[src/radio_ctrl_pkg.sv]
// Register map, sizes and shared types for the radio-clock control plane.
// Imported by the daughterboard control, the front-panel GPIO mux and the top.
// The settings and readback offsets follow the daughterboard block layout.

package radio_ctrl_pkg;

   // --------------------------------------------------
   // sizes
   // --------------------------------------------------
   localparam int FP_GPIO_WIDTH = 12;   // front-panel pins
   localparam int NUM_DBOARDS   = 2;

   // --------------------------------------------------
   // types
   // --------------------------------------------------
   typedef logic [7:0]                 set_addr_t;  // settings and readback address
   typedef logic [31:0]                set_data_t;
   typedef logic [63:0]                rb_data_t;
   typedef logic [31:0]                gpio_t;      // db gpio, misc in and misc out
   typedef logic [FP_GPIO_WIDTH-1:0]   fp_gpio_t;
   typedef logic [2*FP_GPIO_WIDTH-1:0] fp_src_t;    // 2 bits per pin
   typedef logic [2:0]                 led_t;       // {RX, TXRX_TX, TXRX_RX}

   // --------------------------------------------------
   // settings bus addresses
   // --------------------------------------------------
   localparam set_addr_t SR_DB_BASE     = 8'd160;
   localparam set_addr_t SR_MISC_OUTS   = SR_DB_BASE + 8'd0;
   localparam set_addr_t SR_LEDS        = SR_DB_BASE + 8'd1;
   localparam set_addr_t SR_FP_GPIO_OUT = SR_DB_BASE + 8'd2;
   localparam set_addr_t SR_FP_GPIO_DDR = SR_DB_BASE + 8'd3;
   localparam set_addr_t SR_DB_GPIO_OUT = SR_DB_BASE + 8'd4;
   localparam set_addr_t SR_DB_GPIO_DDR = SR_DB_BASE + 8'd5;

   // front-panel source selects, only on daughterboard 0's bus
   localparam set_addr_t SR_FP_GPIO_SRC = 8'd96;

   // --------------------------------------------------
   // readback addresses
   // --------------------------------------------------
   localparam set_addr_t RB_DB_BASE = 8'd16;
   localparam set_addr_t RB_MISC_IO = RB_DB_BASE + 8'd0;  // {misc in, misc out}
   localparam set_addr_t RB_LEDS    = RB_DB_BASE + 8'd1;
   localparam set_addr_t RB_DB_GPIO = RB_DB_BASE + 8'd2;  // {gpio in, gpio out}
   localparam set_addr_t RB_FP_GPIO = RB_DB_BASE + 8'd3;  // {fp in, fp out request}

endpackage

[src/db_control.sv]
// Control registers for one daughterboard on the radio clock.
// Decodes the SR_DB settings range into misc out, LED, front-panel and
// daughterboard GPIO registers, and answers strobe readback one cycle later.
// Misc inputs are registered once before they reach the readback word.

`timescale 1ns/10ps

module db_control import radio_ctrl_pkg::*; (
   input  logic      i_rst_n,
   input  logic      radio_clk,
   // settings bus
   input  logic      i_set_stb,
   input  set_addr_t i_set_addr,
   input  set_data_t i_set_data,
   // readback
   input  logic      i_rb_stb,
   input  set_addr_t i_rb_addr,
   output logic      o_rb_stb,
   output rb_data_t  o_rb_data,
   // misc io
   input  gpio_t     i_misc_in,
   output gpio_t     o_misc_out,
   output led_t      o_leds,
   // front-panel gpio request
   input  fp_gpio_t  i_fp_gpio_in,
   output fp_gpio_t  o_fp_gpio_out,
   output fp_gpio_t  o_fp_gpio_ddr,
   // daughterboard gpio
   input  gpio_t     i_db_gpio_in,
   output gpio_t     o_db_gpio_out,
   output gpio_t     o_db_gpio_ddr
);

   gpio_t    misc_in_r;   // one stage on the misc inputs
   rb_data_t rb_word;     // readback word before the output register

   // --------------------------------------------------
   // settings registers
   // --------------------------------------------------
   always_ff @(posedge radio_clk or negedge i_rst_n) begin
      if (!i_rst_n) begin
         o_misc_out    <= '0;
         o_leds        <= '0;
         o_fp_gpio_out <= '0;
         o_fp_gpio_ddr <= '0;
         o_db_gpio_out <= '0;
         o_db_gpio_ddr <= '0;
      end else if (i_set_stb) begin
         case (i_set_addr)
            SR_MISC_OUTS: begin
               o_misc_out <= i_set_data;
            end
            SR_LEDS: begin
               o_leds <= i_set_data[2:0];
            end
            SR_FP_GPIO_OUT: begin
               o_fp_gpio_out <= i_set_data[FP_GPIO_WIDTH-1:0];
            end
            SR_FP_GPIO_DDR: begin
               o_fp_gpio_ddr <= i_set_data[FP_GPIO_WIDTH-1:0];
            end
            SR_DB_GPIO_OUT: begin
               o_db_gpio_out <= i_set_data;
            end
            SR_DB_GPIO_DDR: begin
               o_db_gpio_ddr <= i_set_data;
            end
            default: begin
               // other addresses belong to other blocks
            end
         endcase
      end
   end

   // --------------------------------------------------
   // misc input register
   // --------------------------------------------------
   always_ff @(posedge radio_clk or negedge i_rst_n) begin
      if (!i_rst_n) begin
         misc_in_r <= '0;
      end else begin
         misc_in_r <= i_misc_in;
      end
   end

   // --------------------------------------------------
   // readback
   // --------------------------------------------------
   // register values as they stand before this edge's write
   always_comb begin
      case (i_rb_addr)
         RB_MISC_IO: begin
            rb_word = {misc_in_r, o_misc_out};
         end
         RB_LEDS: begin
            rb_word = rb_data_t'(o_leds);   // zero-extended
         end
         RB_DB_GPIO: begin
            rb_word = {i_db_gpio_in, o_db_gpio_out};
         end
         RB_FP_GPIO: begin
            rb_word = {gpio_t'(i_fp_gpio_in), gpio_t'(o_fp_gpio_out)};
         end
         default: begin
            rb_word = '0;   // unknown address reads zero
         end
      endcase
   end

   // one answer per request, so back-to-back requests pipeline
   always_ff @(posedge radio_clk or negedge i_rst_n) begin
      if (!i_rst_n) begin
         o_rb_stb  <= 1'b0;
         o_rb_data <= '0;
      end else begin
         o_rb_stb <= i_rb_stb;
         if (i_rb_stb) begin
            o_rb_data <= rb_word;
         end
      end
   end

   // --------------------------------------------------
   // checks
   // --------------------------------------------------
   // each request gets its answer on the next edge, with every data bit known
   a_rb_answer : assert property (
      @(posedge radio_clk) disable iff (!i_rst_n)
      i_rb_stb |=> (o_rb_stb && !$isunknown(o_rb_data))
   ) else $error("readback request without a known answer one cycle later");

endmodule

[src/fp_gpio_mux.sv]
// Front-panel GPIO source mux.
// Holds the per-pin 2-bit source register, written on daughterboard 0's
// settings bus, and registers each pin's out and ddr from the selected
// daughterboard: field 0 picks daughterboard 0, any other value daughterboard 1.

`timescale 1ns/10ps

module fp_gpio_mux import radio_ctrl_pkg::*; (
   input  logic      i_rst_n,
   input  logic      radio_clk,
   // settings bus of daughterboard 0
   input  logic      i_set_stb,
   input  set_addr_t i_set_addr,
   input  set_data_t i_set_data,
   // requests from the two daughterboard controls
   input  fp_gpio_t  i_db0_out,
   input  fp_gpio_t  i_db0_ddr,
   input  fp_gpio_t  i_db1_out,
   input  fp_gpio_t  i_db1_ddr,
   // front-panel pins
   output fp_gpio_t  o_fp_gpio_out,
   output fp_gpio_t  o_fp_gpio_ddr
);

   fp_src_t  fp_src;    // 2 bits per pin
   fp_gpio_t sel_out;
   fp_gpio_t sel_ddr;

   // --------------------------------------------------
   // source register
   // --------------------------------------------------
   always_ff @(posedge radio_clk or negedge i_rst_n) begin
      if (!i_rst_n) begin
         fp_src <= '0;
      end else if (i_set_stb && (i_set_addr == SR_FP_GPIO_SRC)) begin
         fp_src <= i_set_data[2*FP_GPIO_WIDTH-1:0];   // low 24 bits
      end
   end

   // --------------------------------------------------
   // per-pin select
   // --------------------------------------------------
   always_comb begin
      for (int i = 0; i < FP_GPIO_WIDTH; i++) begin
         if (fp_src[2*i +: 2] == 2'd0) begin
            sel_out[i] = i_db0_out[i];
            sel_ddr[i] = i_db0_ddr[i];
         end else begin
            // values 1 to 3 all map to daughterboard 1
            sel_out[i] = i_db1_out[i];
            sel_ddr[i] = i_db1_ddr[i];
         end
      end
   end

   // output stage, one cycle behind the select
   always_ff @(posedge radio_clk or negedge i_rst_n) begin
      if (!i_rst_n) begin
         o_fp_gpio_out <= '0;
         o_fp_gpio_ddr <= '0;
      end else begin
         o_fp_gpio_out <= sel_out;
         o_fp_gpio_ddr <= sel_ddr;
      end
   end

   // --------------------------------------------------
   // checks
   // --------------------------------------------------
   // the source selects must be known on every edge once reset is released
   a_src_known : assert property (
      @(posedge radio_clk) disable iff (!i_rst_n)
      !$isunknown(fp_src)
   ) else $error("front-panel source register holds unknown bits");

endmodule

[src/radio_ctrl_top.sv]
// Top level of the radio-clock control plane.
// Two daughterboard controls run side by side, each on its own settings and
// readback bus. Daughterboard 0's settings bus also feeds the front-panel mux.

`timescale 1ns/10ps

module radio_ctrl_top import radio_ctrl_pkg::*; (
   input  logic      i_rst_n,
   input  logic      radio_clk,
   // daughterboard 0 settings and readback
   input  logic      i_set0_stb,
   input  set_addr_t i_set0_addr,
   input  set_data_t i_set0_data,
   input  logic      i_rb0_stb,
   input  set_addr_t i_rb0_addr,
   output logic      o_rb0_stb,
   output rb_data_t  o_rb0_data,
   // daughterboard 1 settings and readback
   input  logic      i_set1_stb,
   input  set_addr_t i_set1_addr,
   input  set_data_t i_set1_data,
   input  logic      i_rb1_stb,
   input  set_addr_t i_rb1_addr,
   output logic      o_rb1_stb,
   output rb_data_t  o_rb1_data,
   // misc io and leds
   input  gpio_t     i_radio0_misc_in,
   input  gpio_t     i_radio1_misc_in,
   output gpio_t     o_radio0_misc_out,
   output gpio_t     o_radio1_misc_out,
   output led_t      o_radio_led0,
   output led_t      o_radio_led1,
   // front panel
   input  fp_gpio_t  i_fp_gpio_in,
   output fp_gpio_t  o_fp_gpio_out,
   output fp_gpio_t  o_fp_gpio_ddr,
   // daughterboard gpio
   input  gpio_t     i_db0_gpio_in,
   input  gpio_t     i_db1_gpio_in,
   output gpio_t     o_db0_gpio_out,
   output gpio_t     o_db1_gpio_out,
   output gpio_t     o_db0_gpio_ddr,
   output gpio_t     o_db1_gpio_ddr
);

   // front-panel requests from each daughterboard into the mux
   fp_gpio_t db_fp_out [NUM_DBOARDS];
   fp_gpio_t db_fp_ddr [NUM_DBOARDS];

   // --------------------------------------------------
   // daughterboard controls
   // --------------------------------------------------
   db_control db_control0 (
      .i_rst_n(i_rst_n), .radio_clk(radio_clk),
      .i_set_stb(i_set0_stb), .i_set_addr(i_set0_addr), .i_set_data(i_set0_data),
      .i_rb_stb(i_rb0_stb), .i_rb_addr(i_rb0_addr),
      .o_rb_stb(o_rb0_stb), .o_rb_data(o_rb0_data),
      .i_misc_in(i_radio0_misc_in), .o_misc_out(o_radio0_misc_out),
      .o_leds(o_radio_led0),
      .i_fp_gpio_in(i_fp_gpio_in),   // fp inputs go to both boards
      .o_fp_gpio_out(db_fp_out[0]), .o_fp_gpio_ddr(db_fp_ddr[0]),
      .i_db_gpio_in(i_db0_gpio_in),
      .o_db_gpio_out(o_db0_gpio_out), .o_db_gpio_ddr(o_db0_gpio_ddr)
   );

   db_control db_control1 (
      .i_rst_n(i_rst_n), .radio_clk(radio_clk),
      .i_set_stb(i_set1_stb), .i_set_addr(i_set1_addr), .i_set_data(i_set1_data),
      .i_rb_stb(i_rb1_stb), .i_rb_addr(i_rb1_addr),
      .o_rb_stb(o_rb1_stb), .o_rb_data(o_rb1_data),
      .i_misc_in(i_radio1_misc_in), .o_misc_out(o_radio1_misc_out),
      .o_leds(o_radio_led1),
      .i_fp_gpio_in(i_fp_gpio_in),
      .o_fp_gpio_out(db_fp_out[1]), .o_fp_gpio_ddr(db_fp_ddr[1]),
      .i_db_gpio_in(i_db1_gpio_in),
      .o_db_gpio_out(o_db1_gpio_out), .o_db_gpio_ddr(o_db1_gpio_ddr)
   );

   // --------------------------------------------------
   // front-panel source mux
   // --------------------------------------------------
   fp_gpio_mux fp_gpio_mux0 (
      .i_rst_n(i_rst_n), .radio_clk(radio_clk),
      .i_set_stb(i_set0_stb), .i_set_addr(i_set0_addr), .i_set_data(i_set0_data),
      .i_db0_out(db_fp_out[0]), .i_db0_ddr(db_fp_ddr[0]),
      .i_db1_out(db_fp_out[1]), .i_db1_ddr(db_fp_ddr[1]),
      .o_fp_gpio_out(o_fp_gpio_out), .o_fp_gpio_ddr(o_fp_gpio_ddr)
   );

endmodule

[config.mk]
export PLATFORM = sky130hd
export DESIGN_NAME = radio_ctrl_top
export DESIGN_NICKNAME = d
export VERILOG_FILES = /design/src/radio_ctrl_pkg.sv /design/src/db_control.sv /design/src/fp_gpio_mux.sv /design/src/radio_ctrl_top.sv
export SDC_FILE = /design/constraint.sdc
export NUM_CORES = 1
export LEC_CHECK = 0
export BUFFER_PORTS_ARGS = -buffer_cell sky130_fd_sc_hd__buf_2
export CORE_AREA = 5 5 273 222
export CTS_CLUSTER_DIAMETER = 150
export DETAILED_ROUTE_END_ITERATION = 7
export DIE_AREA = 0 0 278 227
export MAX_ROUTING_LAYER = met4
export SYNTH_ARGS = -nofsm -noshare
export SYNTH_HDL_FRONTEND = slang
export SYNTH_HIERARCHICAL = 1
export SYNTH_SLANG_ARGS = --single-unit
export TNS_END_PERCENT = 20
[constraint.sdc]
create_clock -name radio_clk -period 1.6 [get_ports radio_clk]
set_input_delay 0.32 -clock radio_clk [delete_from_list [all_inputs] [get_ports radio_clk]]
set_output_delay 0.32 -clock radio_clk [all_outputs]
set_load 0.05 [all_outputs]
# == Word-level counts from Yosys, hierarchy flattened ==
# Cells that the tools add are included.
# totals
latch_bits,0
out_inout_bits,352
mem_count,0
rom_bits,0
mem_bits_rw,0
register_bits,488
word_cells,93
# classes
addsub,0
mul,0
n_lt_le_gt_ge,0
bitwise_logic,0
shift,0
eq_ne,21
mux,26
div,0
reduce_logical,25
# op_table
operator,count
64-bit case mux with 4 select lines,2
"8-bit equality test, second input constant",12
"8-bit by 5-bit equality test with 1-bit output, second input constant",8
2-bit logical NOT,12
1-bit two-way mux,24
2-bit AND reduction,12
"8-bit by 7-bit equality test with 1-bit output, second input constant",1
1-bit logical AND,1

# == Depth between registers and ports, before layout ==
# Gate-level depths: netlist of run 1.
# depth
depth_word,2
ltp_mapped,5
mapped_depth_nobuf,3

# == By module ==
# The synthesis of run 1 kept the hierarchy.
# modules_own_cells
module,area_per_inst_um2,n_inst,seq_area_each_um2,cells_each
db_control,8981.1,2,5505.3,659
fp_gpio_mux,1935.6,1,1201.2,114

# == Least setup slack after synthesis of run 1 ==
# No wires, ideal clock.
# synth_path
path_type,input to register
start,in i_set0_addr[3]
end,reg db_control0.o_db_gpio_out[10]
n_path_buf,1
arrival_time_ps,1802
stages,4
setup_slack_ps,-327
path_cell_list,or4b_4 -> nor4_4 -> buf_6 -> mux2_2
# synth_between
elab_chain_len,2
# synth_lines
element,line_no,text
from (decl),radio_ctrl_top.sv:12,"input set_addr_t i_set0_addr,"
8-bit equality test,db_control.sv:49,case (i_set_addr)
2-bit AND reduction (no line),--,
to (signal assigned),db_control.sv:63,o_db_gpio_out <= i_set_data;
to (decl),db_control.sv:30,"output gpio_t o_db_gpio_out,"
# No other way between the ends.
# A chain may end at the register's enable or synchronous reset.

# == Final worst setup path of run 1 ==
# layout_path
start,reg fp_gpio_mux0.o_fp_gpio_ddr[8]
end,out o_fp_gpio_ddr[8]
# layout_lines
element,line_no,text
from (decl),fp_gpio_mux.sv:22,output fp_gpio_t o_fp_gpio_ddr
from (signal assigned),fp_gpio_mux.sv:63,o_fp_gpio_ddr <= sel_ddr;
to (decl),radio_ctrl_top.sv:36,"output fp_gpio_t o_fp_gpio_ddr,"
# No word-level cell between the ends.

==> results of run 1 <==
==> cell type report <==
| type | instances | area, µm² | share of cell area, % |
|---|---|---|---|
| Sequential cell | 488 | 12200 | 44.4 |
| Multi-Input combinational cell | 723 | 6710 | 24.4 |
| Timing Repair Buffer | 780 | 5390 | 19.6 |
| Clock buffer | 69 | 1450 | 5.26 |
| Tap cell | 769 | 962 | 3.50 |
| Inverter | 136 | 510 | 1.86 |
| Clock inverter | 25 | 280 | 1.02 |
| Antenna cell | 3 | 7.51 | 0.0273 |
==> where the power goes <==
group	switching, mW	internal, mW	leakage, nW
registers	0.298	12.8	6.61
clock network	5.00	7.18	0.849
logic	2.25	1.41	6.63
==> sequential cells by signal, summed over array words and instances (netlist names), 12 cells and up <==
register / count
db_control0/o_db_gpio_ddr: 32
db_control0/misc_in_r: 32
db_control1/misc_in_r: 32
fp_gpio_mux0/o_fp_gpio_out: 12
db_control0/o_db_gpio_out: 32
db_control0/o_fp_gpio_out: 12
db_control1/o_db_gpio_out: 32
db_control0/o_misc_out: 32
db_control0/o_fp_gpio_ddr: 12
fp_gpio_mux0/fp_src: 24
db_control0/o_rb_data: 64
fp_gpio_mux0/o_fp_gpio_ddr: 12
db_control1/o_fp_gpio_out: 12
db_control1/o_rb_data: 64
db_control1/o_db_gpio_ddr: 32
db_control1/o_misc_out: 32
db_control1/o_fp_gpio_ddr: 12
==> worst paths after layout <==
path | end | cells after the start | start
max in group asynchronous | db_control1/o_misc_out[24]$_DFFE_PN0P_ | 4 | i_rst_n
max reg2reg | fp_gpio_mux0/o_fp_gpio_out[2]$_DFF_PN0_ | 2 | fp_gpio_mux0/fp_src[5]$_DFFE_PN0P_
min | fp_gpio_mux0/fp_src[19]$_DFFE_PN0P_ | 2 | i_set0_data[19]
min reg2reg | db_control0/o_db_gpio_ddr[6]$_DFFE_PN0P_ | 1 | db_control0/o_db_gpio_ddr[6]$_DFFE_PN0P_
max | o_fp_gpio_ddr[8] | 1 | fp_gpio_mux0/o_fp_gpio_ddr[8]$_DFF_PN0_
min in group asynchronous | fp_gpio_mux0/fp_src[11]$_DFFE_PN0P_ | 2 | i_rst_n
==> routing by layer <==
| metal | part of all wire, % | vias to the layer above | routed length, µm |
|---|---|---|---|
| met3 | 5.5 | 109 | 3550 |
| met4 | 2.8 | 0 | 1800 |
| li1 | - | 6529 | - |
| met2 | 49 | 452 | 31700 |
| met5 | 0 | - | 0 |
| met1 | 42 | 7313 | 27100 |
==> per-stage QoR <==
| stage | setup TNS, ps | instances |
|---|---|---|
| global route | 0 | 2992 |
| detailed placement | -117890 | 2791 |
| floorplan | -59180 | 1432 |
| CTS | 0 | 2990 |
| finish | 0 | 2993 |
| global placement | -108890 | 2791 |
==> worst reg2reg max path: cells and delay by family (launching register included) <==
kind / cells / cell delay (ps)
multiplexers: 1 / 410
flip-flops: 1 / 380
AND/OR/NAND/NOR: 1 / 360
==> logic make-up after synthesis <==
group                  after synthesis
AO/OA/AOI/OAI                      170
buffers and inverters              221
flip-flops                         488
multiplexers                       422
AND/OR/NAND/NOR                    131
==> timing repair <==
item	CTS	global route
hold endpoints to repair	513	0
setup endpoints to repair	115	55
gates resized for setup	116	55
hold buffers	105	0
==> synth_stat cells, types with 6 or more instances <==
master and instances:
dfrtp_1 488, mux2_2 342, inv_1 136, o22ai_1 128, nand2_1 82, a2bb2oi_1 42
mux2i_1 42, clkbuf_1 40, buf_1 20, mux2_4 20, nor2_1 16, buf_6 13
mux2_1 12, buf_4 6, mux4_2 6
==> results.json, run 1 <==
{
  "clock_tree.root_cell": "clkbuf_16",
  "drt-initial-drc-count": 643,
  "mostFrequentLayoutCell": "dfrtp_1",
  "use_met1_pct": 25.6,
  "core-area_mm2": 0.0575,
  "synth-adder-area-share_pct": 0,
  "yosysWarnings": 6,
  "cts.sinks": 488,
  "final_util_pct": 47.8,
  "first_pass_iters": 5,
  "period_minus_slack_ps": 1550,
  "place_area_mm2": 0.0243,
  "finalInstanceArea_mm2": 0.0275,
  "chipWidth_um": 278,
  "powerDensity_mw_per_mm2": 1050,
  "relSlewSlack_pct": 68.4,
  "synth_top_family_by_area": "multiplexers",
  "dieArea_mm2": 0.0631,
  "io_pins": 594,
  "clk_latency_ps": 580,
  "synthArstFlopShare_pct": 100,
  "fp-row-count": 79,
  "setup_ws_ps": 52.9,
  "crit_path_max_incr_delay_ps": 360,
  "arrival_ps": 1230,
  "drc": 0,
  "cp-end-kind": "output pin",
  "die_y_um": 227,
  "io_buffers": 593,
  "ys_seq_elements": 488,
  "antenna_found_initial": 2,
  "grt_overflow": 0,
  "cap_violations": 0,
  "h-tree-depth": 2,
  "cts_max_path_buffers": 3,
  "cts_tree": "done",
  "synth_edf_count": 0,
  "worst-slew-pin-transition_ps": 467,
  "slowest_stage": "dfrtp_1",
  "synthSimpleGateAreaFrac_pct": 3.46,
  "finalHoldViolations": 0,
  "mostFrequentLayoutCells": "dfrtp_1 (487), buf_2 (427), mux2_2 (342), buf_4 (168), inv_1 (136)",
  "ir_worst_vdd_v": 0.000730,
  "crit_chain": "buf_2",
  "holdCritPathClass": "in -> reg",
  "start_kind": "register",
  "grt_max_degree": 85,
  "ant_nets": 0,
  "skew_ps": 17.8,
  "rsz0062_at_grt": "false",
  "synth_top_area_share_pct": 61.4,
  "drive_gt1_share_pct": 51.2,
  "crit_type": "reg -> out",
  "slew_viol_final": 0,
  "synth_compound_area_share_pct": 5.87,
  "avgSynthCellArea_um2": 13.9,
  "area_growth_pct": 38.3,
  "period_share_pct": 96.7,
  "syn_inst": 1432,
  "wl_per_cell_um": 21.4,
  "use_met3_pct": 4.19,
  "top_usage_layer": "met2",
  "vias_per_cell": 4.81,
  "vias": 14403,
  "dp_slack_ps": -532,
  "grt_pass1_wl_um": 96100,
  "postCtsSetupBuffers": 0,
  "synth_area_mm2": 0.0199,
  "finalSetupViolCount": 0,
  "grt_pass1_vias": 15678,
  "synth_mux_area_share_pct": 24.3,
  "synth_area_leaders": "dfrtp_1 (61%), mux2_2 (19%), o22ai_1 (4.0%), inv_1 (2.6%), mux2i_1 (2.1%)",
  "cp_top_family": "flip-flops",
  "wl_um": 64100,
  "crit_required_ps": 1280,
  "use_met2_pct": 33.2,
  "globalplace.congestion": 0.884,
  "start_util_pct": 34.6,
  "synth_cell_types": 30,
  "holdWs_ps": 46.5,
  "rrSetupSlack_ps": 310,
  "synth_largest_area_cell": "dfrtp_1",
  "power.total_mw": 28.9,
  "cellLeakagePower_nw": 14.1,
  "synthXorXnorAreaFrac_pct": 0,
  "worstPathMaxFanout": 1,
  "cts_buffers": 52,
  "max_freq_mhz": 646,
  "timing.critical_path.buf_inv": 1,
  "synth_top_flop_cell": "dfrtp_1",
  "final_nets": 2423,
  "status": "finished, final reports clean",
  "synth_nets": 1674,
  "gr-usage-all-layers_pct": 20.2,
  "yosysSeqAreaShare_pct": 61.4,
  "dp_hpwl_um": 47100,
  "fill_cells": 5212,
  "clk_pin_slew_worst_paths_ps": 60
}
No activity file was read; power rests on OpenSTA's default activity.
==> run 2, diff against run 1 <==
--- a/config.mk
+++ b/config.mk
@@ -10,6 +10,7 @@
 export CTS_CLUSTER_DIAMETER = 150
 export DETAILED_ROUTE_END_ITERATION = 7
 export DIE_AREA = 0 0 278 227
+export GPL_TIMING_DRIVEN = 0
 export MAX_ROUTING_LAYER = met4
 export SYNTH_ARGS = -nofsm -noshare
 export SYNTH_HDL_FRONTEND = slang
==> constraint.sdc (replaced) <==
create_clock -name radio_clk -period 1.6 [get_ports radio_clk]
set_input_delay 0.16 -clock radio_clk [delete_from_list [all_inputs] [get_ports radio_clk]]
set_output_delay 0.16 -clock radio_clk [all_outputs]
set_load 0.05 [all_outputs]
==> run 2 against run 1 <==
Compared with the run above: critical endpoint is now db_control0/o_fp_gpio_ddr[4]$_DFFE_PN0P_; register-to-register slack about the same; the run now ends with hold timing, setup timing left; critical path type is now in -> reg; worst setup slack worse by 64 ps; hold slack worse by 520 ps; routed wire length up 8.9%; non-clock buffer count up 99; largest power group unchanged.
==> results.json, run 2 (synthesized netlist as in run 1, its figures left out) <==
{
  "startpoint": "i_set0_addr[1]",
  "hold_buffers": 201,
  "finalHoldViolations": 73,
  "cts_buffers": 52,
  "cp-end-kind": "register",
  "cap_violations": 0,
  "grt_overflow": 0,
  "rrSetupSlack_ps": 310,
  "chipWidth_um": 278,
  "drive_gt1_share_pct": 46.7,
  "start_kind": "input port",
  "crit_required_ps": 2090,
  "antenna_found_initial": 1,
  "worst-slew-pin-transition_ps": 861,
  "vias_per_cell": 4.91,
  "globalplace.congestion": 0.908,
  "reg2reg_depth": 2,
  "h-tree-depth": 2,
  "vias": 15186,
  "r2r_start": "db_control0/o_fp_gpio_ddr[0]$_DFFE_PN0P_",
  "r2r-end": "db_control0/o_fp_gpio_ddr[0]$_DFFE_PN0P_",
  "switching_power_mw": 7.79,
  "holdCritPathClass": "in -> async",
  "placedCellCount": 2794,
  "cts_max_path_buffers": 3,
  "powerDensity_mw_per_mm2": 1050,
  "grt_max_degree": 110,
  "grt_pass1_wl_um": 103000,
  "dieArea_mm2": 0.0631,
  "fp-row-count": 79,
  "area_growth_pct": 39.5,
  "io_pins": 594,
  "p_comb_share_pct": 12.7,
  "postCtsSetupBuffers": 0,
  "fill_cells": 5106,
  "skew_ps": 21.8,
  "cellLeakagePower_nw": 14.3,
  "dp_hpwl_um": 50800,
  "finalSetupViolCount": 3,
  "final_nets": 2522,
  "top_regs": "db_control0/o_rb_data (64), db_control1/o_rb_data (64)",
  "violations": "hold timing, setup timing",
  "clk_pin_slew_worst_paths_ps": 60,
  "grt_pass1_vias": 16534,
  "drc": 0,
  "max_freq_mhz": 621,
  "swShare_pct": 26.6,
  "mostFrequentLayoutCells": "buf_2 (592), dfrtp_1 (488), mux2_2 (342), dlygate4sd3_1 (201), inv_1 (136)",
  "final_util_pct": 48.2,
  "setup_ws_ps": -11.6,
  "rsz0062_at_grt": "true",
  "core-area_mm2": 0.0575,
  "power.total_mw": 29.2,
  "period_minus_slack_ps": 1610,
  "clk_latency_ps": 610,
  "cts_tree": "done",
  "period_share_pct": 101,
  "gr-usage-all-layers_pct": 22.0,
  "drt-initial-drc-count": 733,
  "dp_slack_ps": -987,
  "arrival_ps": 2100,
  "cts.sinks": 488,
  "internal_power_mw": 21.5,
  "pwr-share-clk_pct": 42.6,
  "final_cells": 3094,
  "wl_per_cell_um": 22.6,
  "io_buffers": 589,
  "start_util_pct": 34.6,
  "ir_worst_vdd_v": 0.000811,
  "relSlewSlack_pct": 42.6,
  "ant_nets": 0,
  "p_seq_share_pct": 44.7,
  "slew_viol_final": 0,
  "worstPathMaxFanout": 10,
  "first_pass_iters": 5,
  "crit_type": "in -> reg",
  "wl_um": 69800,
  "holdWs_ps": -476,
  "die_y_um": 227,
  "clock_tree.root_cell": "clkbuf_16",
  "status": "finished, violations left",
  "endpoint": "db_control0/o_fp_gpio_ddr[4]$_DFFE_PN0P_",
  "mostFrequentLayoutCell": "buf_2"
}
[run 2: worst min path at each step]
| stage | start | end | slack (ps) | depth (start not counted) |
|---|---|---|---|---|
| final | i_rst_n | db_control1/o_db_gpio_out[5]$_DFFE_PN0P_ | -480 | 1 |
| after global routing | i_rst_n | db_control0/o_misc_out[9]$_DFFE_PN0P_ | -470 | 1 |
| after CTS | i_rst_n | db_control0/o_rb_data[33]$_DFFE_PN0P_ | -500 | 1 |
| after detailed placement | i_rst_n | db_control1/o_db_gpio_out[5]$_DFFE_PN0P_ | 160 | 1 |
| after global placement | i_radio1_misc_in[7] | db_control1/misc_in_r[7]$_DFF_PN0_ | 270 | 1 |
| after floorplan | i_rst_n | db_control0/misc_in_r[0]$_DFF_PN0_ | -140 | 0 |
[run 2: power by group through the flow]
stage,combinational (mW),clock (mW),sequential [mW]
2_1_floorplan,0.940,0,14.2
3_3_place_gp,3.24,0,13.3
3_5_place_dp,3.33,0,13.3
4_1_cts,3.73,12.9,13.1
5_1_grt,3.95,13.3,13.1
6_report,3.73,12.5,13.1
[run 2: final cells by class]
class,instances,area [µm²],share of cell area [%]
tap,769,962,3.47
sequential,488,12200,44.0
multi-input combinational,723,6700,24.2
inverter,136,510,1.84
buffer,85,488,1.76
timing repair buffer,794,5080,18.3
antenna,4,10.0,0.0361
clock buffer,74,1510,5.46
clock inverter,21,273,0.983
[run 2: per-stage QoR]
stage	hold slack [ps]	area [µm²]	setup TNS [ps]
final	-476	27800	-13.7
after CTS	-504	27700	-245
after global routing	-472	27700	-296
after detailed placement	157	23900	-184720
after floorplan	-136	19900	-24560
after global placement	269	23800	-4748570
[run 2: timing repair]
item,CTS,global route
endpoints found under the setup margin,18,39
gates resized for setup,2,8
hold endpoints to repair,463,65
[run 2: layer usage]
layer / up-vias / GRT usage (%) / share of wire, %
met1: 7753 / 27.6 / 42
met2: 530 / 35.5 / 48
met4: 0 / 7.85 / 3.9
li1: 6739 / - / -
met5: - / - / 0
met3: 164 / 4.81 / 5.9
[run 2: critical path, cell delays in order]
cell	delay (ps)
buf_2	120
dlygate4sd3_1	550
nand4_1	160
buf_1	680
mux2_2	420
==> run 3, diff against run 2 <==
--- a/config.mk
+++ b/config.mk
@@ -6,10 +6,10 @@
 export NUM_CORES = 1
 export LEC_CHECK = 0
 export BUFFER_PORTS_ARGS = -buffer_cell sky130_fd_sc_hd__buf_2
-export CORE_AREA = 5 5 273 222
+export CORE_AREA = 5 5 230 232
 export CTS_CLUSTER_DIAMETER = 150
 export DETAILED_ROUTE_END_ITERATION = 7
-export DIE_AREA = 0 0 278 227
+export DIE_AREA = 0 0 235 237
 export GPL_TIMING_DRIVEN = 0
 export MAX_ROUTING_LAYER = met4
 export SYNTH_ARGS = -nofsm -noshare
==> run 3 against run 2 <==
Compared with the run above: the flow finishes with violations (hold timing); critical path depth unchanged; cell area decreased by 0.19%; utilization up 6.3 points; clock skew decreased by 0.94 ps; largest power group unchanged.
==> results.json, run 3 (synthesized netlist as in run 1, its figures left out) <==
{
  "clk_pin_slew_worst_paths_ps": 60,
  "finalInstanceArea_mm2": 0.0277,
  "gr-usage-all-layers_pct": 24.4,
  "place_area_mm2": 0.0238,
  "start_util_pct": 39.2,
  "clk_latency_ps": 590,
  "holdCritPathClass": "in -> async",
  "final_util_pct": 54.5,
  "cp-end-kind": "register",
  "clock_tree.root_cell": "clkbuf_16",
  "postCtsSetupBuffers": 0,
  "max_freq_mhz": 651,
  "dp_hpwl_um": 49900,
  "crit_required_ps": 2080,
  "vias": 15067,
  "holdWs_ps": -347,
  "wl_per_cell_um": 22.4,
  "mostFrequentLayoutCell": "buf_2",
  "grt_pass1_vias": 16291,
  "cts_max_path_buffers": 3,
  "crit_type": "in -> reg",
  "power.total_mw": 29.4,
  "top_regs": "db_control0/o_rb_data (64), db_control1/o_rb_data (64)",
  "cap_violations": 0,
  "rsz0062_at_grt": "false",
  "area_growth_pct": 39.2,
  "setup_ws_ps": 63.4,
  "violations": "hold timing",
  "dp_slack_ps": -855,
  "ant_nets": 0,
  "cts.sinks": 488,
  "hold_buffers": 202,
  "drive_gt1_share_pct": 46.9,
  "relSlewSlack_pct": 43.1,
  "h-tree-depth": 2,
  "io_buffers": 589,
  "slew_viol_final": 0,
  "status": "finished, violations left",
  "grt_pass1_wl_um": 102000,
  "finalHoldViolations": 107,
  "wl_um": 67500,
  "arrival_ps": 2010,
  "die_y_um": 237,
  "ir_worst_vdd_v": 0.000901,
  "start_kind": "input port",
  "antenna_found_initial": 7,
  "period_minus_slack_ps": 1540,
  "worst-slew-pin-transition_ps": 853,
  "worstPathMaxFanout": 10,
  "fp-row-count": 83,
  "cellLeakagePower_nw": 14.4,
  "vias_per_cell": 5.00,
  "drc": 0,
  "grt_max_degree": 118,
  "skew_ps": 20.9,
  "drt-initial-drc-count": 796,
  "cts_tree": "done",
  "globalplace.congestion": 0.867,
  "powerDensity_mw_per_mm2": 1060,
  "final_nets": 2525,
  "grt_overflow": 0,
  "cts_buffers": 54,
  "io_pins": 594,
  "finalSetupViolCount": 0,
  "dieArea_mm2": 0.0557,
  "chipWidth_um": 235,
  "first_pass_iters": 5,
  "mostFrequentLayoutCells": "buf_2 (593), dfrtp_1 (488), mux2_2 (342), dlygate4sd3_1 (202), inv_1 (136)",
  "period_share_pct": 96.0,
  "core-area_mm2": 0.0508
}
## run 3: cell count changes in the layout (fill, tap and decap cells not counted), sizes merged
cell	change
bufinv	-1
dlygate4sd3	+1
inv	+1
clkbuf	+6
diode	+3
## run 3: through the flow
step / std cells / setup TNS (ps)
floorplan: 1432 / -24560
global placement: 2701 / -4818850
detailed placement: 2705 / -213420
CTS: 3008 / 0
global route: 3015 / 0
finish: 3015 / 0
## run 3: timing repair
item	CTS	global route
pin swaps	0	0
setup endpoints to repair	2	19
gates resized for setup	4	4
hold endpoints to repair	507	107
## run 3: layer usage
metal  global-route usage (%)  share of wire, %  vias to the layer above
li1                         -                 -                     6753
met1                     30.4                41                     7627
met2                     39.3                49                      537
met3                     5.65               6.1                      150
met4                     8.64               4.0                        0
met5                        -                 0                        -
## run 3: path summary, 6_finish.rpt
path                                                          start                                         to  slack [ps]  cells past startpoint
setup / recovery                                     i_set1_addr[3]     db_control1/o_misc_out[30]$_DFFE_PN0P_          60                      5
hold / removal                                              i_rst_n  db_control0/o_db_gpio_ddr[19]$_DFFE_PN0P_        -350                      1
setup reg to reg           db_control1/o_fp_gpio_ddr[0]$_DFFE_PN0P_   db_control1/o_fp_gpio_ddr[0]$_DFFE_PN0P_         280                      2
hold reg to reg            db_control0/o_db_gpio_ddr[5]$_DFFE_PN0P_   db_control0/o_db_gpio_ddr[5]$_DFFE_PN0P_         480                      1
max in group asynchronous                                   i_rst_n      db_control1/o_rb_data[53]$_DFFE_PN0P_         430                      3
min in group radio_clk                            i_db0_gpio_in[10]      db_control0/o_rb_data[42]$_DFFE_PN0P_          30                      4
## run 3: cell type report
| type | instances | area, µm² |
|---|---|---|
| diodes | 7 | 17.5 |
| plain buffers | 85 | 489 |
| clock buffers | 80 | 1630 |
| clock inverters | 21 | 194 |
| fillers | 4255 | 23100 |
| inverters | 136 | 510 |
| multi-input cells | 723 | 6710 |
| flip-flops and latches | 488 | 12200 |
| well taps | 680 | 851 |
| repair buffers | 795 | 5090 |
## run 3: report_power, final
part / internal, mW / switching [mW]
clock: 7.52 / 5.10
sequential: 12.8 / 0.279
combinational: 1.39 / 2.31
total: 21.7 / 7.69
## run 3: critical path, cell delays in order
cell and delay (ps):
buf_2 110, or4b_4 610, nor4_4 510, buf_6 260, mux2_2 350
